### config.mk
export PLATFORM = sky130hd
export DESIGN_NAME = neu_addr_gen
export DESIGN_NICKNAME = d
export VERILOG_FILES = /design/src/hw/neu_pkg.sv /design/src/hw/neu_addr_gen.sv
export SDC_FILE = /design/constraint.sdc
export NUM_CORES = 2
export LEC_CHECK = 0
export ABC_AREA = 1
export BUFFER_PORTS_ARGS = -buffer_cell sky130_fd_sc_hd__buf_2
export CORE_ASPECT_RATIO = 1.4
export CORE_MARGIN = 4
export CORE_UTILIZATION = 50
export DETAILED_ROUTE_END_ITERATION = 12
export PLACE_DENSITY = 0.75
export SLEW_MARGIN = 20
export SYNTH_ARGS = -nofsm -noshare
export SYNTH_HDL_FRONTEND = slang
export SYNTH_SLANG_ARGS = --single-unit
### constraint.sdc
create_clock -name vclk -period 19.35
set_input_delay 0.9675 -clock vclk [all_inputs]
set_output_delay 0.9675 -clock vclk [all_outputs]
set_load 0.01 [all_outputs]
### src/hw/neu_pkg.sv
// ========================================
// Convolution sequencer shared types.
// Widths, phase and mode codes, run
// configuration and tile descriptors.
// ========================================

package neu_pkg;

  localparam int unsigned IDX_W     = 8;
  localparam int unsigned ADDR_W    = 32;
  localparam int unsigned NUM_LOOPS = 4;

  typedef enum logic {
    NORMAL    = 1'b0,
    DEPTHWISE = 1'b1
  } filter_mode_e;

  typedef enum logic [2:0] {
    LOAD           = 3'd0,
    WEIGHTOFFS     = 3'd1,
    MATRIXVEC      = 3'd2,
    NORMQUANT      = 3'd3,
    NORMQUANT_BIAS = 3'd4,
    STREAMOUT      = 3'd5
  } phase_e;

  // the counter word, innermost loop in the low bits.
  typedef union packed {
    logic [NUM_LOOPS-1:0][IDX_W-1:0] cnt;
    struct packed {
      logic [IDX_W-1:0] k_out;
      logic [IDX_W-1:0] i;
      logic [IDX_W-1:0] j;
      logic [IDX_W-1:0] k_in;
    } normal;
    struct packed {
      logic [IDX_W-1:0] unused;
      logic [IDX_W-1:0] k;
      logic [IDX_W-1:0] i;
      logic [IDX_W-1:0] j;
    } dw;
  } loop_idx_u;

  typedef struct packed {
    logic [IDX_W-1:0] k_out;
    logic [IDX_W-1:0] i;
    logic [IDX_W-1:0] j;
    logic [IDX_W-1:0] k_in;
  } tile_index_t;

  typedef struct packed {
    logic [ADDR_W-1:0] weights;
    logic [ADDR_W-1:0] infeat;
    logic [ADDR_W-1:0] outfeat;
    logic [ADDR_W-1:0] scale;
  } base_addr_t;

  typedef struct packed {
    tile_index_t idx;
    base_addr_t  addr;
  } tile_t;

  // in depthwise mode k runs over range.k_out and range.k_in is ignored.
  typedef struct packed {
    filter_mode_e      mode;
    tile_index_t       range;
    logic              quant_en;
    logic              bias_en;
    logic [ADDR_W-1:0] weights_kout_stride;
    logic [ADDR_W-1:0] weights_kin_stride;
    logic [ADDR_W-1:0] infeat_i_stride;
    logic [ADDR_W-1:0] infeat_j_stride;
    logic [ADDR_W-1:0] infeat_kin_stride;
    logic [ADDR_W-1:0] outfeat_i_stride;
    logic [ADDR_W-1:0] outfeat_j_stride;
    logic [ADDR_W-1:0] outfeat_kout_stride;
    logic [ADDR_W-1:0] scale_kout_stride;
    base_addr_t        start;
  } ctrl_cfg_t;

  typedef struct packed {
    logic   valid;
    phase_e phase;
  } engine_req_t;

  typedef struct packed {
    logic acc_continue;
    logic last;
  } loop_status_t;

endpackage

### src/hw/neu_addr_gen.sv
// ========================================
// Tile address generator.
// Decodes the counter word per mode and
// forms the four base addresses.
// ========================================

`timescale 1ns/100ps

module neu_addr_gen #(
  parameter int unsigned IDX_W  = neu_pkg::IDX_W,
  parameter int unsigned ADDR_W = neu_pkg::ADDR_W
) (
  input  neu_pkg::ctrl_cfg_t cfg_i,
  input  neu_pkg::loop_idx_u idx_i,
  output neu_pkg::tile_t     tile_o
);

  import neu_pkg::*;

  tile_index_t       idx;
  logic [ADDR_W-1:0] addr_weights;
  logic [ADDR_W-1:0] addr_infeat;
  logic [ADDR_W-1:0] addr_outfeat;
  logic [ADDR_W-1:0] addr_scale;

  function automatic logic [ADDR_W-1:0] offs(
    input logic [IDX_W-1:0]  cnt,
    input logic [ADDR_W-1:0] stride
  );
    return ADDR_W'(cnt) * stride;
  endfunction

  // depthwise tiles use the same channel index on both sides.
  always_comb begin : idx_decode
    if (cfg_i.mode == DEPTHWISE) begin
      idx.k_out = idx_i.dw.k;
      idx.i     = idx_i.dw.i;
      idx.j     = idx_i.dw.j;
      idx.k_in  = idx_i.dw.k;
    end else begin
      idx.k_out = idx_i.normal.k_out;
      idx.i     = idx_i.normal.i;
      idx.j     = idx_i.normal.j;
      idx.k_in  = idx_i.normal.k_in;
    end
  end

  assign addr_weights = cfg_i.start.weights
                      + offs(idx.k_out, cfg_i.weights_kout_stride)
                      + offs(idx.k_in, cfg_i.weights_kin_stride);

  assign addr_infeat = cfg_i.start.infeat
                     + offs(idx.i, cfg_i.infeat_i_stride)
                     + offs(idx.j, cfg_i.infeat_j_stride)
                     + offs(idx.k_in, cfg_i.infeat_kin_stride);

  assign addr_outfeat = cfg_i.start.outfeat
                      + offs(idx.i, cfg_i.outfeat_i_stride)
                      + offs(idx.j, cfg_i.outfeat_j_stride)
                      + offs(idx.k_out, cfg_i.outfeat_kout_stride);

  assign addr_scale = cfg_i.start.scale + offs(idx.k_out, cfg_i.scale_kout_stride);

  assign tile_o.idx          = idx;
  assign tile_o.addr.weights = addr_weights;
  assign tile_o.addr.infeat  = addr_infeat;
  assign tile_o.addr.outfeat = addr_outfeat;
  assign tile_o.addr.scale   = addr_scale;

endmodule

=== Word-level counts from Yosys, hierarchy flattened ===
Index checks and enable logic that the tools add are counted.

* Register bits: 0
* Input port bits: 483
* Output and inout port bits: 160
* Logic and storage cells: 19

* Add/sub/neg operators: 9
* Multipliers: 9
* Mux-type cells: 1

{| class="wikitable"
|+ Operators with widths
! cell !! count
|-
| $add 32x32->32 || 9
|-
| $mul 8x32->32 || 9
|-
| $mux 32 || 1
|}

=== Depth between registers and ports, before layout ===
* Depth after elaboration: 5
* Gate-level depth with buffers: 35
* Gate-level depth less buffers: 33

=== Worst setup path before layout ===
Ideal clock, no wire load.

* Path type: in2out
* Start: input port cfg_i[450] (netlist name)
* End: output port tile_o[91] (netlist name)
* Data arrival time: 7.404 ns
* Slack: 10.979 ns
* Stages: 28
* Cell sequence: inv_2 -> buf_2 -> nand2_1 -> nand2_1 -> buf_2 -> clkinv_1 -> clkbuf_1 -> nor2_1 -> fa_1 -> fa_1 -> inv_1 -> fa_1 -> inv_1 -> fa_1 -> fa_1 -> fa_1 -> inv_1 -> fa_1 -> inv_1 -> ha_1 -> nand2_1 -> nor2_1 -> nand4_1 -> o21ai_0 -> a21oi_1 -> o21ai_0 -> a21oi_1 -> xnor2_1

{| class="wikitable"
|+ RTL lines
! what !! line !! source
|-
| start: declaration || neu_addr_gen.sv:13 || <nowiki>input neu_pkg::ctrl_cfg_t cfg_i,</nowiki>
|-
| end: declaration || neu_addr_gen.sv:15 || <nowiki>output neu_pkg::tile_t tile_o</nowiki>
|}

==> metrics.md <==
| Metric | Value |
|---|---|
| Final ANT Viol Nets | `0` |
| Max-cap violation count | `0` |
| Unrepaired setup endpoints after global routing | `false` |
| Fin. max-slew vios | `0` |
| Post-Synth Simple-Gate Area | `0.172` |
| Final Cycle Share | `0.594` |
| # IOs | `around 640` |
| Final Wtd Congestion | `about 0.95` |
| Final Setup Violations | `0` |
| Die area | `about 130000 um2` |
| Post-CTS Setup Inserts | `0` |
| Router iterations before antenna repair | `6` |
| Critical Path Most Common Cell | `fa_1` |
| Multi-input gate area | `roughly 53000 um2` |
| Initial DRC count | `about 3300` |
| WP data required | `between 15 and 20 ns` |
| Yosys Warn Count | `0` |
| Status | `completed` |
| Register Area | `0 um2` |
| Detailed Route WL | `~200000 um` |
| GRT overflow | `0` |
| Number of global-route vias before repair | `between 50000 and 60000` |
| Crit path largest cell delay | `about 1.1 ns` |
| Syn_nets | `10300` |
| Post-synthesis cell count | `between 7000 and 8000` |
| Final nets | `between 10000 and 15000` |
| Layout cells sized above 1 | `0.0870` |
| Remaining DRCs | `0` |
| Vias/cell | `5.26` |
| Synth Area in XOR/XNOR | `0.0225` |
| DR WL/cell | `about 20 um` |
| GRT Overall Usage | `0.309` |
| Largest family of logic cells by synthesized area | `adder cells` |
| Dpl hpwl | `~180000 um` |
| Final Worst Setup Slack | `7.85 ns` |
| CP Max Fanout | `40` |
| Worst Path Arrival | `10.53 ns` |
| Worst-margin pin slew | `about 1.1 ns` |
| Area growth, synth to finish | `7.72%` |
| First-pass GRT wire length | `roughly 310000 um` |
| Post-cts gate resize count | `0` |
| Register area share after synthesis | `0` |
| Synth Area in Compound Gates | `0.0251` |
| Setup slack after placement | `7.81 ns` |
| Chip Width | `a little over 300 um` |
| Crit path kind | `in -> out` |
| FP Rows | `between 150 and 200` |
| IO buf count | `~610` |
| Synth unique cells | `40` |
| Crit-path slowest cell | `inv_1` |
| Seq Cell Count | `0` |
| Initial antenna violation count | `roughly 130` |
| CP Launch Type | `primary input` |
| Setup TNS | `0 ns` |
| Adder-Cell Fraction of Synth Area | `0.631` |
| Avg Inst Size Synth | `a little over 8 um2` |
| Worst setup EP type | `primary output` |
| Max Clock Freq | `approximately 87 MHz` |
| Final hold vios | `0` |
| Tmin final | `11.50 ns` |
| Worst hold path type | `in -> out` |
| Clock buffer cells | `0` |
| Mapped Area | `around 62000 um2` |
| Die Height | `about 430 um` |
| Initial Utilization | `0.502` |
| Layout filler cell count | `11800` |
| Core ar. | `approximately 120000 um2` |
| Vias | `just over 50000` |
| Largest net degree at the start of global routing | `61` |
| Slew HR | `0.272` |
| Mux contribution to synthesized area | `0` |
| Hold_buf cts | `0` |
final cells by class:
| cell class | count | share of cell area |
|---|---|---|
| diodes | 90 | 0.00336 |
| inverters | 2227 | 0.125 |
| multi-input cells | 5268 | 0.791 |
| well taps | 1627 | 0.0303 |
| repair buffers | 659 | 0.0510 |
cells by family after synthesis:
logic type / after synthesis
adder cells (fa/ha/maj): 2058
AND/OR/NAND/NOR: 2773
buffers and inverters: 2476
AO/OA/AOI/OAI: 277
XOR/XNOR: 160
per-layer routing:
layer / routed length, um / GRT usage
met2: 105000 / 0.563
met1: 62800 / 0.322
met3: 16100 / 0.0721
met5: 493 / 0
met4: 13800 / 0.184
metrics by stage:
stage	area [um2]	std cells	hold WS, ns	util
final	67100	9871	2.24	0.541
after CTS	66900	9781	2.25	0.539
after global routing	67000	9825	2.26	0.540
after global placement	66900	9781	2.24	0.539
after detailed placement	66900	9781	2.25	0.539
after floorplan	62300	7744	2.09	-
cell usage in the layout, fill, tap and decap left out, types with 15 or more instances in the layout:
cell,synthesis,layout
buf_2,7,609
diode_2,0,90
nor2_1,817,817
fa_1,1801,1801
a21o_1,15,15
nand2_1,1780,1767
nand3_1,113,113
buf_4,6,50
nand3b_1,15,15
o21ai_0,70,70
a21oi_1,136,136
nand2_2,9,21
xnor2_1,70,70
nand4_1,17,17
xor2_1,90,90
inv_1,2211,2207
ha_1,257,257
path summary, 6_finish.rpt:
kind	start	slack, ns	to	cells past startpoint
min	cfg_i[32]	2.24	tile_o[32]	3
max	cfg_i[450]	7.85	tile_o[63]	30
synthesized netlist by cell type (4+ instances only):
cell      count  area share
nand2_1    1780        0.11
clkbuf_1    128      0.0077
nand2_2       9     0.00090
o21ai_0      70      0.0056
o21a_1        4     0.00048
buf_1       107      0.0064
o21ai_1       5     0.00040
inv_1      2211        0.13
nand3b_1     15      0.0018
inv_2         8     0.00048
nand3_1     113      0.0091
nand4_1      17      0.0017
a21boi_0      9      0.0011
ha_1        257       0.052
nor4_1        5     0.00050
nor2_1      817       0.049
nor3_1       10     0.00080
buf_4         6     0.00072
fa_1       1801        0.58
o21ai_2       4     0.00056
a31oi_1       7     0.00070
or2_2         5     0.00050
buf_2         7     0.00056
a21o_1       15      0.0018
xnor2_1      70      0.0098
clkinv_1      8     0.00048
a21oi_1     136       0.011
o21bai_1     14      0.0017
xor2_1       90       0.013
critical path, delay by kind of cell:
| family | cells | cell delay, ns |
|---|---|---|
| compound gates | 4 | 1.63 |
| buf+inv | 11 | 2.82 |
| fa+ha+maj | 8 | 3.72 |
| simple gates | 7 | 1.33 |
Power is left out: the tool's default activity adds up to more than one toggle a clock period on the data nets, which glitch-free logic cannot reach.
