--- config.mk ---
export PLATFORM = sky130hd
export DESIGN_NAME = neu_loop_nest
export DESIGN_NICKNAME = d
export VERILOG_FILES = /design/src/hw/neu_pkg.sv /design/src/hw/neu_loop_nest.sv
export SDC_FILE = /design/constraint.sdc
export NUM_CORES = 1
export LEC_CHECK = 0
export ABC_AREA = 1
export BUFFER_PORTS_ARGS = -buffer_cell sky130_fd_sc_hd__buf_2
export CORE_ASPECT_RATIO = 1.4
export CORE_MARGIN = 1.5
export CORE_UTILIZATION = 52
export DETAILED_ROUTE_END_ITERATION = 16
export GPL_TIMING_DRIVEN = 0
export PLACE_DENSITY = 0.77
export RECOVER_POWER = 50
export SYNTH_ARGS = -nofsm -noshare
export SYNTH_HDL_FRONTEND = slang
export SYNTH_SLANG_ARGS = --single-unit
--- constraint.sdc ---
create_clock -name clk_i -period 1.52 [get_ports clk_i]
set_input_delay 0.228 -clock clk_i [delete_from_list [all_inputs] [get_ports clk_i]]
set_output_delay 0.228 -clock clk_i [all_outputs]
set_load 0.03 [all_outputs]
--- src/hw/neu_pkg.sv ---
// ========================================
// Convolution sequencer shared types.
// Widths, phase and mode codes, run
// configuration and tile descriptors.
// ========================================

package neu_pkg;

  localparam int unsigned IDX_W     = 8;
  localparam int unsigned ADDR_W    = 32;
  localparam int unsigned NUM_LOOPS = 4;

  typedef enum logic {
    NORMAL    = 1'b0,
    DEPTHWISE = 1'b1
  } filter_mode_e;

  typedef enum logic [2:0] {
    LOAD           = 3'd0,
    WEIGHTOFFS     = 3'd1,
    MATRIXVEC      = 3'd2,
    NORMQUANT      = 3'd3,
    NORMQUANT_BIAS = 3'd4,
    STREAMOUT      = 3'd5
  } phase_e;

  // the counter word, innermost loop in the low bits.
  typedef union packed {
    logic [NUM_LOOPS-1:0][IDX_W-1:0] cnt;
    struct packed {
      logic [IDX_W-1:0] k_out;
      logic [IDX_W-1:0] i;
      logic [IDX_W-1:0] j;
      logic [IDX_W-1:0] k_in;
    } normal;
    struct packed {
      logic [IDX_W-1:0] unused;
      logic [IDX_W-1:0] k;
      logic [IDX_W-1:0] i;
      logic [IDX_W-1:0] j;
    } dw;
  } loop_idx_u;

  typedef struct packed {
    logic [IDX_W-1:0] k_out;
    logic [IDX_W-1:0] i;
    logic [IDX_W-1:0] j;
    logic [IDX_W-1:0] k_in;
  } tile_index_t;

  typedef struct packed {
    logic [ADDR_W-1:0] weights;
    logic [ADDR_W-1:0] infeat;
    logic [ADDR_W-1:0] outfeat;
    logic [ADDR_W-1:0] scale;
  } base_addr_t;

  typedef struct packed {
    tile_index_t idx;
    base_addr_t  addr;
  } tile_t;

  // in depthwise mode k runs over range.k_out and range.k_in is ignored.
  typedef struct packed {
    filter_mode_e      mode;
    tile_index_t       range;
    logic              quant_en;
    logic              bias_en;
    logic [ADDR_W-1:0] weights_kout_stride;
    logic [ADDR_W-1:0] weights_kin_stride;
    logic [ADDR_W-1:0] infeat_i_stride;
    logic [ADDR_W-1:0] infeat_j_stride;
    logic [ADDR_W-1:0] infeat_kin_stride;
    logic [ADDR_W-1:0] outfeat_i_stride;
    logic [ADDR_W-1:0] outfeat_j_stride;
    logic [ADDR_W-1:0] outfeat_kout_stride;
    logic [ADDR_W-1:0] scale_kout_stride;
    base_addr_t        start;
  } ctrl_cfg_t;

  typedef struct packed {
    logic   valid;
    phase_e phase;
  } engine_req_t;

  typedef struct packed {
    logic acc_continue;
    logic last;
  } loop_status_t;

endpackage

--- src/hw/neu_loop_nest.sv ---
// ========================================
// Tile loop nest.
// Four counters with a carry chain, three
// in depthwise mode, plus loop status.
// ========================================

`timescale 1ns/100ps

module neu_loop_nest #(
  parameter int unsigned IDX_W = neu_pkg::IDX_W
) (
  input  logic                  clk_i,
  input  logic                  rst_ni,
  input  logic                  clear_i,
  input  neu_pkg::filter_mode_e mode_i,
  input  neu_pkg::tile_index_t  range_i,
  input  logic                  step_i,
  output neu_pkg::loop_idx_u    idx_o,
  output neu_pkg::loop_status_t status_o
);

  import neu_pkg::*;

  logic [NUM_LOOPS-1:0][IDX_W-1:0] cnt_d, cnt_q;
  logic [NUM_LOOPS-1:0][IDX_W-1:0] range_pos;
  logic [NUM_LOOPS-1:0]            at_max;
  logic [NUM_LOOPS-1:0]            carry;
  loop_status_t                    status_d, status_q;

  // map the named ranges onto counter positions, innermost first.
  // the unused depthwise loop gets a range of one, so it never counts
  // and always reads as wrapped.
  always_comb begin : range_map
    if (mode_i == DEPTHWISE) begin
      range_pos[0] = range_i.j;
      range_pos[1] = range_i.i;
      range_pos[2] = range_i.k_out;
      range_pos[3] = IDX_W'(1);
    end else begin
      range_pos[0] = range_i.k_in;
      range_pos[1] = range_i.j;
      range_pos[2] = range_i.i;
      range_pos[3] = range_i.k_out;
    end
  end

  always_comb begin : max_detect
    for (int n = 0; n < NUM_LOOPS; n++) begin
      at_max[n] = (cnt_q[n] == range_pos[n] - IDX_W'(1));
    end
  end

  // a loop advances when every loop inside it wraps on this step.
  always_comb begin : carry_chain
    carry[0] = step_i;
    for (int n = 1; n < NUM_LOOPS; n++) begin
      carry[n] = carry[n-1] & at_max[n-1];
    end
  end

  always_comb begin : cnt_next
    cnt_d = cnt_q;
    for (int n = 0; n < NUM_LOOPS; n++) begin
      if (carry[n]) begin
        cnt_d[n] = at_max[n] ? '0 : cnt_q[n] + IDX_W'(1);
      end
    end
    if (clear_i) begin
      cnt_d = '0;
    end
  end

  // accumulation goes on while the input-channel loop has not wrapped.
  assign status_d.last         = &at_max;
  assign status_d.acc_continue = (mode_i == NORMAL) & ~at_max[0];

  always_ff @(posedge clk_i or negedge rst_ni) begin : cnt_reg
    if (!rst_ni) begin
      cnt_q    <= '0;
      status_q <= '0;
    end else begin
      cnt_q    <= cnt_d;
      status_q <= status_d;
    end
  end

  assign idx_o.cnt = cnt_q;
  assign status_o  = status_q;

  // the sequencer must stop stepping once the whole nest is done.
  a_no_step_after_last : assert property (
    @(posedge clk_i) disable iff (!rst_ni)
    step_i |-> !status_q.last
  ) else $error("loop step issued on the last tile");

endmodule

After elaboration in Yosys (flattened, before gate mapping)

Cells that the tools add are included.

Input port bits: 37
Word-level logic and storage cells: 39
Output and inout bits: 34
Register bits: 34

Bitwise gates (word level): 6
Muxes and demuxes: 10
Reduce and logical (&&, ||, !) cells: 5
Equality and inequality tests: 4
$add $sub $neg: 8

Operators with widths:

| operator              | count |
|---|---|
| $mux W32              | 2 |
| $mux W8               | 8 |
| $add A8 B1 Y8 const B | 4 |
| $eq A8 B8 Y1          | 4 |
| $sub A8 B1 Y8 const B | 4 |
| $reduce_bool A2 Y1    | 4 |
| $and A1 B1 Y1         | 4 |
| $reduce_and A4 Y1     | 1 |
| $not A1 Y1            | 2 |

Depth between registers and ports, before layout

Depth in word-level cells: 8
Gate-level depth with buffers: 18
Depth with buffers taken out: 16

Worst setup path after synthesis

OpenSTA, ideal clock, no wires.

Path kind: input-to-reg
Start point: in mode_i
End point: reg cnt_q, in the netlist idx_o[27]
Data required time: 1.402 ns
Arrival: 1.914 ns
Cell stages on the path: 15
Path slack: -0.512 ns
Buffers on the path: 2
Setup time: 0.118 ns
Cell sequence: buf_6 buf_8 nand2_2 nand2_2 ha_1 xor2_1 o21ai_0 a21oi_1 inv_1 nor2_1 nand2_4 nand2_2 nand3_4 nand2_1 nand2_1

Word-level cells in the longest chain between the ends: 7
Elaborated cells between the ends (all ways): 16
Classes of those cells: 4 x add/sub; 4 x eq/ne; 4 x mux; 3 x bitwise; 1 x reduce/logical

RTL lines:

| what                         | RTL line            | source |
|---|---|---|
| start, declared              | neu_loop_nest.sv:15 | `input neu_pkg::filter_mode_e mode_i,` |
| $mux W32 *                   | neu_loop_nest.sv:34 | `if (mode_i == DEPTHWISE) begin` |
| $sub A8 B1 Y8                | neu_loop_nest.sv:49 | `at_max[n] = (cnt_q[n] == range_pos[n] - IDX_W'(1));` |
| $eq A8 B8 Y1                 | neu_loop_nest.sv:49 |  |
| $and A1 B1 Y1 (3 in a row)   | neu_loop_nest.sv:57 | `carry[n] = carry[n-1] & at_max[n-1];` |
| $reduce_bool A2 Y1 (no line) | --                  |  |
| end signal, assigned         | neu_loop_nest.sv:82 | `cnt_q <= cnt_d;` |
| end, declared                | neu_loop_nest.sv:24 | `logic [NUM_LOOPS-1:0][IDX_W-1:0] cnt_d, cnt_q;` |

Mark *: on every way between the ends. The rest lies on a longest branch, timed or not. The select of a mux whose other input is x is not followed.
A chain may end at the register's enable or synchronous reset.

Final worst setup path

Start point: in mode_i
End point: reg cnt_q, in the netlist idx_o[16]

Word-level cells in the longest chain between the ends: 6
Elaborated cells between the ends (all ways): 13
Classes of those cells: 3 x add/sub; 3 x eq/ne; 4 x mux; 2 x bitwise; 1 x reduce/logical

RTL lines:

| what                                           | RTL line |
|---|---|
| $mux W32 *                                     | neu_loop_nest.sv:34 |
| $sub A8 B1 Y8                                  | neu_loop_nest.sv:49 |
| $eq A8 B8 Y1                                   | neu_loop_nest.sv:49 |
| $mux W8 or $and A1 B1 Y1 (tied branches)       | neu_loop_nest.sv:65, neu_loop_nest.sv:57 |
| $mux W8 or $and A1 B1 Y1 (tied branches)       | neu_loop_nest.sv:64, neu_loop_nest.sv:57 |
| $mux W32 or $reduce_bool A2 Y1 (tied branches) | -- |

Marked as above.

==> impl_summary.md <==
Run status
The flow ran to the end, but the final reports show violations. The final reports fail on setup timing.

Layout
The number of antenna diodes in the final layout is 0. The net count reported at finish is 809. The fraction of layout instances using a drive strength above 1 is 0.327. In the final layout, flip-flops and latches occupy 855 µm². Summing all multi-input logic gate instances after layout gives 2930 µm². The filler cells instantiated in the layout total 571. Compared with the post-synthesis result, the final layout area differs by 41.1%.

Power
The part of the power in registers is 0.345. The worst-case IR drop observed on VDD is 0.579 mV. The internal portion of the total power is 1690 µW. The power density of the placed cells is 511 nW/µm². The net switching power is 1050 µW. The reported leakage power is 0.00294 µW. The combinational cell fraction of total power is 0.374. The share of total power dissipated in the clock network is 0.281. The proportion of total power due to net switching is 0.383.

Yosys
The distinct cell type count after synthesis is 36. The average footprint of a synthesized cell is 5.89 µm². Yosys mapped a number of flops with a built-in enable equal to 0. By count the netlist is led by 259 x sky130_fd_sc_hd__nand2_1, 96 x sky130_fd_sc_hd__inv_1, 59 x sky130_fd_sc_hd__nand3_1. For this run, the register share of the synthesized area comes to 0.224. The number of nets produced by synthesis is 689. The share of async-settable or async-resettable flops after synthesis is 1.00.

The synthesized cell area is 3790 µm². The synthesized design spends more area on one cell type than any other, namely sky130_fd_sc_hd__nand2_1. Ranked by total cell area, the synthesized netlist is headed by sky130_fd_sc_hd__nand2_1 26%, sky130_fd_sc_hd__dfrtp_1 22%, sky130_fd_sc_hd__inv_1 9.5%. The area share of the largest cell type after synthesis is 0.256. After technology mapping, the gate count stands at 644. The most frequent cell after synthesis is sky130_fd_sc_hd__nand2_1. During synthesis, Yosys emitted a total of 0 warnings. The predominant post-synthesis flop cell is sky130_fd_sc_hd__dfrtp_1. In this run, synthesis produced a sequential element count of 34.

Die
The number of top-level design ports is 71. Measured along the y axis, the die boundary spans 104 µm. In this run the standard cell core region covers 7030 µm².

The floorplan has 36 rows. The floorplan step set the die width to 75.2 µm. The floorplan step defined a die boundary enclosing 7820 µm². The initial core utilization is 0.540.

Clock tree
Buffers inserted during clock tree synthesis total 5. The clock passes through at most 2 buffers. CTS placed an instance of sky130_fd_sc_hd__clkbuf_8 at the clock tree root. The clock slew seen by the registers of the worst setup and hold paths is 0.09 ns.

Clock tree synthesis found a total of 34 sinks. The clock latency reported for the late side of the worst-skew pair is 0.32 ns. The clock tree synthesis step divided the H-tree into 2 levels.

TritonCTS built the clock tree.

Timing
The count of final hold-check violations is 0. The post-route fraction of the period consumed by the critical path is 1.24. The setup TNS is -9.74 ns. Setup repair after global routing could not meet its margin everywhere. Clock skew on the completed layout was measured at 0.0115 ns. The transition time of the tightest slew-check pin is 0.966 ns.

After layout, the minimum clock period comes to 1.89 ns. The slack of the critical path is -0.365 ns. The worst slew margin relative to its limit is 0.356. Static timing analysis puts the maximum clock frequency at 530 MHz. The max-slew violation count is 0. Setup violations remaining at the end of the flow were counted as 34.

Worst setup path
The startpoint identified for the worst register-to-register timing path is idx_o[4]. Data on the critical path arrives at its endpoint at 2.09 ns. The startpoint type of the worst setup path is a primary input. The worst reg-to-reg setup slack is -0.34 ns. The critical path is of the primary input to register type.

The data required time at the worst endpoint is 1.73 ns. The worst setup path is captured at a register. The highest net fanout along the worst path is 5. The origin of the worst setup path is mode_i.

Placement
The port buffer count is 70. Prior to clock tree synthesis, the placed netlist has a worst setup slack of -0.920 ns. The wire-length estimate of the detail-placed layout is 8800 µm. The final RePlAce weighted congestion is 0.943.

Route
In the routed design, unresolved DRC markers number 0. The via count is 4,683. The detail-routed via count per cell is 5.45. The residual antenna-violating net count after detailed routing is 0. After the first detailed-routing iteration, the DRC count stood at 290. The routed length per placed instance is 14.9 µm.

The pre-antenna-repair detailed-routing pass consisted of 5 iterations. The wire length reported by the detailed router is 12,800 µm.

Global routing
The number of global-route vias before repair is 4,418. Across every metal layer, demand over resource in global routing totals 0.328. The first global-routing pass estimated 20,100 µm of wire.

The largest net degree at the start of global routing is 35. The number of antenna violations at the first check in global routing is 0. For this run the aggregate overflow at the end of global routing stands at 0.

Run
The number of violations of the max-capacitance limit is 0.

Min path
The class of the worst hold path is primary input to asynchronous set/reset pin.
## cells by family (layout without fill, tap and decap cells)
logic type,count (synthesis),in the layout,synth area share
simple gates,424,426,0.507
buf+inv,114,233,0.131
compound gates,42,42,0.0604
flops,34,34,0.224
xor+xnor,22,22,0.0508
fa+ha+maj,8,8,0.0264
## critical path: stages
cell                       delay (ns)
sky130_fd_sc_hd__buf_12          0.12
sky130_fd_sc_hd__buf_12          0.13
sky130_fd_sc_hd__buf_12          0.13
sky130_fd_sc_hd__nand2_4         0.05
sky130_fd_sc_hd__nand2_4         0.06
sky130_fd_sc_hd__ha_4            0.17
sky130_fd_sc_hd__nand3b_1        0.18
sky130_fd_sc_hd__nand3_1         0.10
sky130_fd_sc_hd__nand2_1         0.07
sky130_fd_sc_hd__nor2_2          0.11
sky130_fd_sc_hd__nand2_1         0.07
sky130_fd_sc_hd__nor2_2          0.12
sky130_fd_sc_hd__nand3_4         0.12
sky130_fd_sc_hd__buf_4           0.16
sky130_fd_sc_hd__buf_4           0.13
sky130_fd_sc_hd__nand3_1         0.06
sky130_fd_sc_hd__o21ai_1         0.08
## power by group through the flow
stage	Sequential, µW	Combinational (µW)	Clock, µW
global route	944	1120	801
global placement	961	763	0
CTS	942	909	763
floorplan	987	527	0
finish	943	1020	770
detailed placement	960	782	0
## routing by layer
metal  GRT usage  vias to the layer above  wire, µm
met2       0.595                      207      6830
met4       0.173                        0       738
met3      0.0562                       71       755
met5           0                        -         0
met1       0.343                     2156      4510
li1            -                     2249         -
## path summary, 6_finish.rpt
kind,to,depth (start not counted)
max in group asynchronous,idx_o[24],1
setup / recovery,idx_o[16],17
hold reg to reg,idx_o[29],2
min in group clk_i,idx_o[0],3
hold / removal,idx_o[25],1
setup reg to reg,idx_o[31],12
## cell type report
| type | count | share of cell area |
|---|---|---|
| buffer | 13 | 0.0302 |
| clock buffer | 6 | 0.0154 |
| clock inverter | 2 | 0.00234 |
| inverter | 101 | 0.0755 |
| multi-input combinational | 498 | 0.548 |
| sequential | 34 | 0.160 |
| tap | 95 | 0.0222 |
| timing repair buffer | 111 | 0.147 |
## through the flow
step	total power [µW]	std cells	hold WS, ns	cell area, µm²	util
finish	2740	860	0.0443	5350	0.761
global route	2860	860	0.138	5350	0.761
CTS	2610	846	0.0424	4980	0.709
detailed placement	1740	809	0.376	4410	0.628
global placement	1720	809	0.364	4410	0.628
floorplan	1510	644	-0.0676	3940	-
## sequential cells by signal, summed over array words and instances (netlist names)
| register | cells |
|---|---|
| status_o | 2 |
| idx_o | 32 |
## what timing repair did
| action | CTS | global route |
|---|---|---|
| endpoints found under the hold margin | 0 | 0 |
| gates resized for setup | 42 | 74 |
| hold buffers | 0 | 0 |
| pin swaps | 37 | 16 |
| setup endpoints to repair | 33 | 34 |
| cloned | 5 | 1 |
| buffers inserted | 24 | 13 |
## placed cells by master, fill, tap and decap left out, types with 2 or more instances in the layout
cell type | netlist | routed
sky130_fd_sc_hd__o211ai_1 | 3 | 3
sky130_fd_sc_hd__o21ai_0 | 17 | 6
sky130_fd_sc_hd__ha_4 | 0 | 4
sky130_fd_sc_hd__buf_2 | 3 | 70
sky130_fd_sc_hd__clkbuf_8 | 0 | 6
sky130_fd_sc_hd__nor3_2 | 0 | 2
sky130_fd_sc_hd__nor2_2 | 7 | 12
sky130_fd_sc_hd__a21oi_1 | 9 | 5
sky130_fd_sc_hd__buf_12 | 0 | 7
sky130_fd_sc_hd__dfrtp_1 | 34 | 31
sky130_fd_sc_hd__nand3b_1 | 3 | 3
sky130_fd_sc_hd__inv_2 | 4 | 8
sky130_fd_sc_hd__dfrtp_2 | 0 | 3
sky130_fd_sc_hd__xor2_2 | 0 | 2
sky130_fd_sc_hd__ha_1 | 8 | 4
sky130_fd_sc_hd__nor2_1 | 41 | 32
sky130_fd_sc_hd__nand2_4 | 5 | 19
sky130_fd_sc_hd__nand2_2 | 11 | 25
sky130_fd_sc_hd__nor3_1 | 8 | 4
sky130_fd_sc_hd__a21oi_2 | 1 | 5
sky130_fd_sc_hd__nand2_1 | 259 | 229
sky130_fd_sc_hd__nand3_4 | 3 | 6
sky130_fd_sc_hd__buf_8 | 1 | 2
sky130_fd_sc_hd__buf_4 | 2 | 28
sky130_fd_sc_hd__nand3_1 | 59 | 49
sky130_fd_sc_hd__o21ai_2 | 1 | 3
sky130_fd_sc_hd__xnor2_1 | 6 | 5
sky130_fd_sc_hd__buf_6 | 6 | 13
sky130_fd_sc_hd__nand4_1 | 18 | 18
sky130_fd_sc_hd__o21ai_1 | 8 | 16
sky130_fd_sc_hd__nor3_4 | 0 | 2
sky130_fd_sc_hd__nand3_2 | 2 | 10
sky130_fd_sc_hd__nor2_4 | 3 | 7
sky130_fd_sc_hd__nand2_8 | 0 | 3
sky130_fd_sc_hd__inv_1 | 96 | 91
sky130_fd_sc_hd__xor2_1 | 16 | 14
Note: power is estimated with default switching activity, not from simulation.
