===== config.mk =====
export PLATFORM = sky130hd
export DESIGN_NAME = neu_ctrl_fsm
export DESIGN_NICKNAME = d
export VERILOG_FILES = /design/src/hw/neu_pkg.sv /design/src/hw/neu_ctrl_fsm.sv
export SDC_FILE = /design/constraint.sdc
export NUM_CORES = 1
export LEC_CHECK = 0
export CAP_MARGIN = 0
export CORE_AREA = 2 2 39 41
export CTS_CLUSTER_DIAMETER = 100
export DETAILED_ROUTE_END_ITERATION = 8
export DIE_AREA = 0 0 41 43
export DONT_BUFFER_PORTS = 1
export PLACE_DENSITY_LB_ADDON = 0.08
export SETUP_SLACK_MARGIN = 0.1
export SKIP_CTS_REPAIR_TIMING = 1
export SLEW_MARGIN = 20
export SYNTH_ARGS = -nofsm -noshare
export SYNTH_HDL_FRONTEND = slang
export SYNTH_SLANG_ARGS = --single-unit

===== constraint.sdc =====
create_clock -name clk_i -period 2.15 [get_ports clk_i]
set_clock_uncertainty 0.2 [all_clocks]
set_input_delay 0.215 -clock clk_i [delete_from_list [all_inputs] [get_ports clk_i]]
set_output_delay 0.215 -clock clk_i [all_outputs]
set_load 0.005 [all_outputs]

===== src/hw/neu_pkg.sv =====
// ========================================
// Convolution sequencer shared types.
// Widths, phase and mode codes, run
// configuration and tile descriptors.
// ========================================

package neu_pkg;

  localparam int unsigned IDX_W     = 8;
  localparam int unsigned ADDR_W    = 32;
  localparam int unsigned NUM_LOOPS = 4;

  typedef enum logic {
    NORMAL    = 1'b0,
    DEPTHWISE = 1'b1
  } filter_mode_e;

  typedef enum logic [2:0] {
    LOAD           = 3'd0,
    WEIGHTOFFS     = 3'd1,
    MATRIXVEC      = 3'd2,
    NORMQUANT      = 3'd3,
    NORMQUANT_BIAS = 3'd4,
    STREAMOUT      = 3'd5
  } phase_e;

  // the counter word, innermost loop in the low bits.
  typedef union packed {
    logic [NUM_LOOPS-1:0][IDX_W-1:0] cnt;
    struct packed {
      logic [IDX_W-1:0] k_out;
      logic [IDX_W-1:0] i;
      logic [IDX_W-1:0] j;
      logic [IDX_W-1:0] k_in;
    } normal;
    struct packed {
      logic [IDX_W-1:0] unused;
      logic [IDX_W-1:0] k;
      logic [IDX_W-1:0] i;
      logic [IDX_W-1:0] j;
    } dw;
  } loop_idx_u;

  typedef struct packed {
    logic [IDX_W-1:0] k_out;
    logic [IDX_W-1:0] i;
    logic [IDX_W-1:0] j;
    logic [IDX_W-1:0] k_in;
  } tile_index_t;

  typedef struct packed {
    logic [ADDR_W-1:0] weights;
    logic [ADDR_W-1:0] infeat;
    logic [ADDR_W-1:0] outfeat;
    logic [ADDR_W-1:0] scale;
  } base_addr_t;

  typedef struct packed {
    tile_index_t idx;
    base_addr_t  addr;
  } tile_t;

  // in depthwise mode k runs over range.k_out and range.k_in is ignored.
  typedef struct packed {
    filter_mode_e      mode;
    tile_index_t       range;
    logic              quant_en;
    logic              bias_en;
    logic [ADDR_W-1:0] weights_kout_stride;
    logic [ADDR_W-1:0] weights_kin_stride;
    logic [ADDR_W-1:0] infeat_i_stride;
    logic [ADDR_W-1:0] infeat_j_stride;
    logic [ADDR_W-1:0] infeat_kin_stride;
    logic [ADDR_W-1:0] outfeat_i_stride;
    logic [ADDR_W-1:0] outfeat_j_stride;
    logic [ADDR_W-1:0] outfeat_kout_stride;
    logic [ADDR_W-1:0] scale_kout_stride;
    base_addr_t        start;
  } ctrl_cfg_t;

  typedef struct packed {
    logic   valid;
    phase_e phase;
  } engine_req_t;

  typedef struct packed {
    logic acc_continue;
    logic last;
  } loop_status_t;

endpackage


===== src/hw/neu_ctrl_fsm.sv =====
// ========================================
// Convolution sequencer FSM.
// Runs the engine phases per tile and
// steps the loop nest.
// ========================================

`timescale 1ns/100ps

module neu_ctrl_fsm (
  input  logic                  clk_i,
  input  logic                  rst_ni,
  input  logic                  clear_i,
  input  logic                  start_i,
  input  logic                  cfg_quant_en_i,
  input  logic                  cfg_bias_en_i,
  input  logic                  engine_done_i,
  input  logic                  store_idle_i,
  input  neu_pkg::loop_status_t status_i,
  output neu_pkg::engine_req_t  req_o,
  output logic                  loop_step_o,
  output logic                  loop_clear_o,
  output logic                  busy_o,
  output logic                  done_o
);

  import neu_pkg::*;

  typedef enum logic [3:0] {
    ST_IDLE,
    ST_LOAD,
    ST_WEIGHTOFFS,
    ST_MATRIXVEC,
    ST_UPDATEIDX,
    ST_NORMQUANT,
    ST_NORMQUANT_BIAS,
    ST_STREAMOUT,
    ST_STREAMOUT_WAIT,
    ST_UPDATEIDX_STEP,
    ST_DONE
  } state_e;

  state_e state_d, state_q;

  always_comb begin : next_state
    state_d = state_q;
    unique case (state_q)
      ST_IDLE: begin
        if (start_i) state_d = ST_LOAD;
      end
      ST_LOAD: begin
        if (engine_done_i) state_d = ST_WEIGHTOFFS;
      end
      ST_WEIGHTOFFS: begin
        if (engine_done_i) state_d = ST_MATRIXVEC;
      end
      ST_MATRIXVEC: begin
        if (engine_done_i) state_d = ST_UPDATEIDX;
      end
      // partial sums stay in the accumulators until k_in wraps.
      ST_UPDATEIDX: begin
        if (status_i.acc_continue) begin
          state_d = ST_LOAD;
        end else if (cfg_quant_en_i) begin
          state_d = ST_NORMQUANT;
        end else begin
          state_d = ST_STREAMOUT;
        end
      end
      ST_NORMQUANT: begin
        if (engine_done_i) state_d = cfg_bias_en_i ? ST_NORMQUANT_BIAS : ST_STREAMOUT;
      end
      ST_NORMQUANT_BIAS: begin
        if (engine_done_i) state_d = ST_STREAMOUT;
      end
      ST_STREAMOUT: begin
        if (engine_done_i) state_d = status_i.last ? ST_DONE : ST_STREAMOUT_WAIT;
      end
      // the next tile may not load before the store path has drained.
      ST_STREAMOUT_WAIT: begin
        if (store_idle_i) state_d = ST_UPDATEIDX_STEP;
      end
      ST_UPDATEIDX_STEP: state_d = ST_LOAD;
      ST_DONE:           state_d = ST_IDLE;
      default:           state_d = ST_IDLE;
    endcase
    if (clear_i) begin
      state_d = ST_IDLE;
    end
  end

  always_ff @(posedge clk_i or negedge rst_ni) begin : state_reg
    if (!rst_ni) begin
      state_q <= ST_IDLE;
    end else begin
      state_q <= state_d;
    end
  end

  always_comb begin : req_decode
    req_o.valid = 1'b1;
    req_o.phase = LOAD;
    unique case (state_q)
      ST_LOAD:           req_o.phase = LOAD;
      ST_WEIGHTOFFS:     req_o.phase = WEIGHTOFFS;
      ST_MATRIXVEC:      req_o.phase = MATRIXVEC;
      ST_NORMQUANT:      req_o.phase = NORMQUANT;
      ST_NORMQUANT_BIAS: req_o.phase = NORMQUANT_BIAS;
      ST_STREAMOUT:      req_o.phase = STREAMOUT;
      default:           req_o.valid = 1'b0;
    endcase
  end

  assign loop_step_o  = ((state_q == ST_UPDATEIDX) & status_i.acc_continue)
                      | (state_q == ST_UPDATEIDX_STEP);
  assign loop_clear_o = (state_q == ST_IDLE) | clear_i;
  assign busy_o       = (state_q != ST_IDLE);
  assign done_o       = (state_q == ST_DONE);

  a_done_with_req : assert property (
    @(posedge clk_i) disable iff (!rst_ni)
    engine_done_i |-> req_o.valid
  ) else $error("engine done without a pending request");

  a_req_stable : assert property (
    @(posedge clk_i) disable iff (!rst_ni)
    req_o.valid && !engine_done_i && !clear_i |=> req_o.valid && $stable(req_o.phase)
  ) else $error("request dropped or changed before engine done");

  a_step_state : assert property (
    @(posedge clk_i) disable iff (!rst_ni)
    loop_step_o |-> state_q inside {ST_UPDATEIDX, ST_UPDATEIDX_STEP}
  ) else $error("loop step outside an index update state");

endmodule


After elaboration in Yosys (flattened, before gate mapping)
Index checks and enable logic that the tools add are counted.
{ "word_totals": {"register_bits": 4, "in_bits": 10, "output_inout_bits": 8, "elab_cells": 42} }
{ "classes": {"eq_ne": 18, "mux": 16, "bitwise": 3, "reduce_logical": 4} }
{ "op_table": {"columns": ["op", "count"], "rows": [
  ["4-bit case mux with 10 select lines", 1],
  ["4-bit two-way mux", 9],
  ["3-bit != test (second input constant)", 8],
  ["4-bit by 3-bit equality test with 1-bit output (second input constant)", 4],
  ["3-bit case mux with 5 select lines", 1],
  ["4-bit equality test (second input constant)", 3],
  ["4-bit by 2-bit equality test with 1-bit output (second input constant)", 2],
  ["8-bit AND reduction", 1],
  ["6-bit OR reduction", 1],
  ["4-bit by 1-bit equality test with 1-bit output (second input constant)", 1],
  ["4-bit zero test", 1],
  ["2-bit two-way mux", 2],
  ["4-bit nonzero test", 1],
  ["3-bit two-way mux", 1],
  ["1-bit two-way mux", 2],
  ["1-bit bitwise OR", 2],
  ["1-bit AND", 1]
]} }

Logic depth before layout (Yosys ltp)
Gate-level depths: netlist of run 1.
{ "logic_depth": {"word_depth": 4, "ltp_mapped": 4, "depth_no_buf": 3} }

Least setup slack after synthesis of run 1
OpenSTA, ideal clock, no wires.
{ "synth_path": {"path_type": "reg2out", "start": "register state_q[0]", "end": "output loop_step_o", "t_arrival_ns": 0.935, "t_required_ns": 1.735, "path_slack_ns": 0.800, "path_stages_with_launch": 5, "n_path_buf": 1, "cell_sequence": "dfrtp_1 > buf_2 > and4bb_1 > a21oi_1 > nor2_1"} }
{ "synth_via": {"elab_chain_cells": 3, "elab_cells_between_ends": 4, "classes_between": "eq/ne: 2; bitwise: 2"} }
{ "synth_lines": {"columns": ["item", "line_no", "text"], "rows": [
  ["from (decl)", "neu_ctrl_fsm.sv:42", "state_e state_d, state_q;"],
  ["from (signal assigned)", "neu_ctrl_fsm.sv:95", "state_q <= state_d;"],
  ["4-bit by 3-bit equality test with 1-bit output", "neu_ctrl_fsm.sv:113", "assign loop_step_o = ((state_q == ST_UPDATEIDX) & status_i.acc_continue)"],
  ["1-bit AND", "neu_ctrl_fsm.sv:113", null],
  ["1-bit bitwise OR *", "neu_ctrl_fsm.sv:114", "| (state_q == ST_UPDATEIDX_STEP);"],
  ["to (decl)", "neu_ctrl_fsm.sv:20", "output logic loop_step_o,"]
]} }
Mark *: on every way between the ends. The rest lies on a longest branch, timed or not.

Final worst setup path of run 1
{ "layout_path": {"start": "register state_q[2]", "end": "output loop_step_o"} }
Same word-level chain as after synthesis.

==> results.yml, run 1 <==
critical_path:
  cp-start-kind: "register"
  crit_arrival_ns: 1.29
  crit_fanout: 13
  max_stage_delay_ns: 0.58
  cp_top_family: "flip-flops"
  worst_path_max_delay_cell: "dfrtp_1"
  path_buf_inv: 0
  worstPathRequired_ns: 1.74
  endpoint_kind: "output port"
  crit_type: "reg2out"
  path_cells: "and2b_1 > a21oi_1 > nor2_1"
final_layout:
  syn_to_final_growth_pct: 14.43
  mostFrequentLayoutCell: "a21oi_1"
  multiInputGateArea_um2: 244.0
  nFillCells: 150
  final_cell_mix: "a21oi_1 (6), nor2_1 (5), dfrtp_1 (4)"
  largest_reg_flops: 4
  drive_gt1_share_pct: 13.04
  top_register: "state_q"
  seqCellArea_um2: 100.1
  fin_nets: 58
  fin_cells: 62
  n_antenna_cell: 0
  reg_top3: "state_q x4"
drt:
  wl_per_cell_um: 14.42
  drt.antenna.violating_nets: 0
  drt-total-wl_um: 894
  num_vias: 317
  drt_first_pass_iters: 3
  vias_per_cell: 5.113
  initialDrtViolationCount: 5
  drcViolationCount: 0
power:
  p_sw_uw: 62.54
  sw_frac_of_total_pct: 27.77
  p_clk_share_pct: 40.8
  peakVddDrop_v: 0.0002597
  p_leak_uw: 0.0001615
  pwr-share-comb_pct: 18.1
  p_int_uw: 162.7
  pwr-share-seq_pct: 41.2
  p_per_area_nw_per_um2: 540.5
placement:
  hpwl_um: 671.6
  portBuffers: 0
  place.gp.congestion: 0.7274
  dpl.cell_count: 56
timing:
  timing.final.crit_share_pct: 79.18
  setup_viol: 0
  rsz0062_at_grt: "false"
  fmax_ghz: 0.5874
  finalSetupTns_ns: 0
  min_period_ns: 1.702
  worstMarginPinSlew_ns: 0.4108
  hold_violations: 0
  slew-limit-headroom_pct: 72.62
  maxSlewViolCount: 0
status:
  status: "complete, no violations"
floorplan:
  initial_core_util_pct: 26.31
  row_count: 14
  io_pins: 18
  die_width_um: 41
  die_y_um: 43
  core_area_um2: 1384
  dieArea_um2: 1763
grt:
  grt_util_all_layers_pct: 11.22
  antenna_found_initial: 0
  grt_pass1_vias: 281
  grt_pass1_wl_um: 1297
  grt_max_degree: 14
  grt_overflow: 0
cts:
  ctsRootBufferMaster: "clkbuf_4"
  cts-htree-levels: 1
  clkTransAtPathRegs_ns: 0.04
  clk_latency_ns: 0.23
  cts_tree: "done"
  cts_buffers: 3
  clock-sinks: 4
  clock_path_buffers: 2
synth:
  syn_avg_cell_area_um2: 8.275
  postSynthCellCount: 44
  netlist_area_um2: 364.1
  yosysSeqAreaShare_pct: 27.49
  ys_warn_count: 0
  syn_nets: 54
  synth_top_area_share_pct: 27.49
  ys_seq_elements: 4
  yosysUniqueCellTypes: 22
  yosysTopAreaCell: "dfrtp_1"
  synth.area.top_cells: "dfrtp_1 (27%), a21oi_1 (8.2%), buf_2 (5.5%)"
hold_path:
  hp-class: "in2async"
job:
  max_cap_viol_count: 0
==> per-layer routing <==
metal,track usage [%],share of wire (%)
met1,14.80,42
met2,14.37,51
met3,2.618,7.3
met4,10.00,0
met5,0,0
==> cell usage after synthesis <==
library cell  number
nor4_1             1
nor4b_1            1
nand3_1            1
and3b_1            2
xnor2_1            1
nor3_1             2
o221a_1            1
buf_2              4
and2b_1            1
nor4b_2            1
or3b_1             1
nor4_2             1
nor3b_1            2
nand2_1            3
and4bb_1           1
nor2_1             5
and2_1             1
mux2i_1            2
nor2_2             1
nand2b_1           2
a21oi_1            6
dfrtp_1            4
==> worst paths after layout <==
check / slack (ns) / endpoint / depth (start not counted) / startpoint
setup / recovery: 0.45 / loop_step_o / 3 / state_q[2]
hold / removal: 0.05 / state_q[0] / 1 / rst_ni
setup reg to reg: 0.56 / state_q[0] / 3 / state_q[2]
hold reg to reg: 0.51 / state_q[1] / 1 / state_q[3]
max in group asynchronous: 1.54 / state_q[1] / 1 / rst_ni
min in group clk_i: 0.05 / state_q[1] / 2 / status_i[0]
==> cell type report <==
cell class,instances,area share (%)
repair buffers,3,7.207
multi-input cells,36,58.56
well taps,16,4.805
flip-flops and latches,4,24.02
clock buffers,3,5.405
==> power groups by stage <==
stage	clock network, uW	logic [uW]	registers (uW)
after floorplan	0	40.5	83.2
after global placement	0	35.0	93.0
after detailed placement	0	34.7	93.6
after CTS	97.9	34.8	92.6
after global routing	97.4	45.3	94.4
final	91.8	40.7	92.7
==> worst register-to-register path: stages (launching register included) <==
cell,delay [ns]
dfrtp_1,0.58
or3b_1,0.39
a21oi_1,0.15
o221a_1,0.20
==> kinds of logic (layout without fill, tap and decap cells) <==
logic type,Yosys count,count (layout),synth area share (%)
compound gates,7,7,11.34
xor+xnor,1,1,2.406
buf+inv,4,6,5.499
flops,4,4,27.49
mux,2,2,5.499
simple gates,26,26,47.77
==> metrics by stage <==
stage                     setup WS (ns)  hold slack, ns  utilization [%]  cell area, um2  total power (uW)
after detailed placement         0.6046         -0.2805            26.31           364.1             128.2
after global placement           0.6352         -0.2805            26.31           364.1             128.0
after global routing             0.3839         0.05824            30.11           416.7             237.0
final                            0.4476         0.04730            30.11           416.7             225.2
after floorplan                  0.7998         -0.2806                -           364.1             123.7
after CTS                        0.4456         -0.5326            27.94           386.6             225.3
Note: power is estimated with default switching activity, not from simulation.
==> run 2, diff against run 1 <==
Clock period 2.15 ns to 1.75 ns, I/O delays scaled along.
==> run 2 against run 1 <==
Compared with the run above: flip-flop and latch count stayed put; via count is 3.2% higher; sequential power is 20% higher; global-route usage is 0.18 points higher; critical path type unchanged; highest routed layer unchanged.
==> results.yml, run 2 (synthesis results as in run 1) <==
status:
  status: "complete, no violations"
critical_path:
  crit_arrival_ns: 1.23
  ff2ff_path_depth: 3
  endpoint_kind: "output port"
  r2r_end: "state_q[0]"
  rr_startpoint: "state_q[2]"
  regToRegSetupSlack_ns: 0.32
  crit_type: "reg2out"
  crit_fanout: 11
  cp-start-kind: "register"
  worstPathRequired_ns: 1.37
floorplan:
  io_pins: 18
  row_count: 14
  initial_core_util_pct: 26.31
  core_area_um2: 1384
  die_width_um: 41
  die_y_um: 43
  dieArea_um2: 1763
final_layout:
  fin_nets: 60
  final_cell_mix: "a21oi_1 (6), nor2_1 (5)"
  top_register: "state_q"
  syn_to_final_growth_pct: 19.59
  drive_gt1_share_pct: 22.92
  stdcell_area_um2: 435.4
  largest_reg_flops: 4
  fin_cells: 64
  reg_top3: "state_q x4"
  n_antenna_cell: 0
  mostFrequentLayoutCell: "a21oi_1"
timing:
  setup_viol: 0
  rsz0062_at_grt: "true"
  hold_violations: 0
  fmax_ghz: 0.6233
  timing.final.crit_share_pct: 91.68
  min_period_ns: 1.604
  maxSlewViolCount: 0
  finalSetupTns_ns: 0
  slew-limit-headroom_pct: 82.51
  worstMarginPinSlew_ns: 0.2618
  hold_ws_ns: 0.006242
grt:
  grt_max_degree: 14
  antenna_found_initial: 0
  grt_util_all_layers_pct: 11.40
  grt_pass1_vias: 317
  grt_pass1_wl_um: 1366
  grt_overflow: 0
placement:
  portBuffers: 0
  hpwl_um: 673
  place.gp.congestion: 0.7539
  placed_cell_area_um2: 379.1
  dpl.cell_count: 58
cts:
  clock_path_buffers: 2
  clock-sinks: 4
  ctsRootBufferMaster: "clkbuf_4"
  cts-htree-levels: 1
  cts_tree: "done"
  clk_latency_ns: 0.23
  cts_buffers: 3
  clkTransAtPathRegs_ns: 0.03
power:
  p_per_area_nw_per_um2: 635.1
  p_leak_uw: 0.0001677
  peakVddDrop_v: 0.0002727
job:
  max_cap_viol_count: 0
drt:
  drt.antenna.violating_nets: 0
  wl_per_cell_um: 13.48
  num_vias: 327
  drt-total-wl_um: 863
  drt_first_pass_iters: 3
  initialDrtViolationCount: 2
  drcViolationCount: 0
  vias_per_cell: 5.109
hold_path:
  hp-class: "in2async"
run 2: how the worst max path moves through the flow:
stage / to / cells after the start / slack (ns) / from
2_1_floorplan: state_q[0] / 4 / 0.43 / state_q[0]
3_5_place_dp: state_q[0] / 3 / 0.25 / state_q[2]
6_report: req_o[1] / 3 / 0.15 / state_q[2]
3_3_place_gp: state_q[0] / 3 / 0.28 / state_q[2]
5_1_grt: req_o[0] / 4 / 0.07 / state_q[2]
4_1_cts: req_o[1] / 3 / 0.08 / state_q[2]
run 2: metrics by stage:
stage | setup slack [ns] | total power (uW) | utilization (%)
4_1_cts | 0.08105 | 276.4 | 29.02
3_3_place_gp | 0.2758 | 160.9 | 27.40
5_1_grt | 0.07229 | 297.2 | 31.46
2_1_floorplan | 0.4305 | 152.0 | -
3_5_place_dp | 0.2540 | 161.0 | 27.40
6_report | 0.1456 | 276.5 | 31.46
run 2: critical path: stages, from the launching register on:
cell and delay (ns):
dfrtp_2 0.46, buf_4 0.17, xnor2_1 0.11, nor3b_1 0.25
run 2: per-layer routing:
layer / share of wire, % / up-vias / global-route usage, %
met2: 49 / 9 / 16.25
met1: 41 / 149 / 12.75
met3: 9.3 / 0 / 5.236
met5: 0 / - / 0
li1: - / 169 / -
met4: 0 / 0 / 8.000
run 2: report_power, final:
group | switching, uW | leakage (uW) | total (uW) | internal, uW
Sequential | 12.9 | 0.0000494 | 111 | 98.4
Combinational | 28.6 | 0.000104 | 56.9 | 28.4
Clock | 32.0 | 0.0000138 | 108 | 76.3
run 2: layout make-up:
class / count / area (um2)
Clock buffer: 3 / 22.52
Fill cell: 160 / 948.4
Multi-Input combinational cell: 36 / 244.0
Sequential cell: 4 / 103.9
Tap cell: 16 / 20.02
Timing Repair Buffer: 5 / 45.04
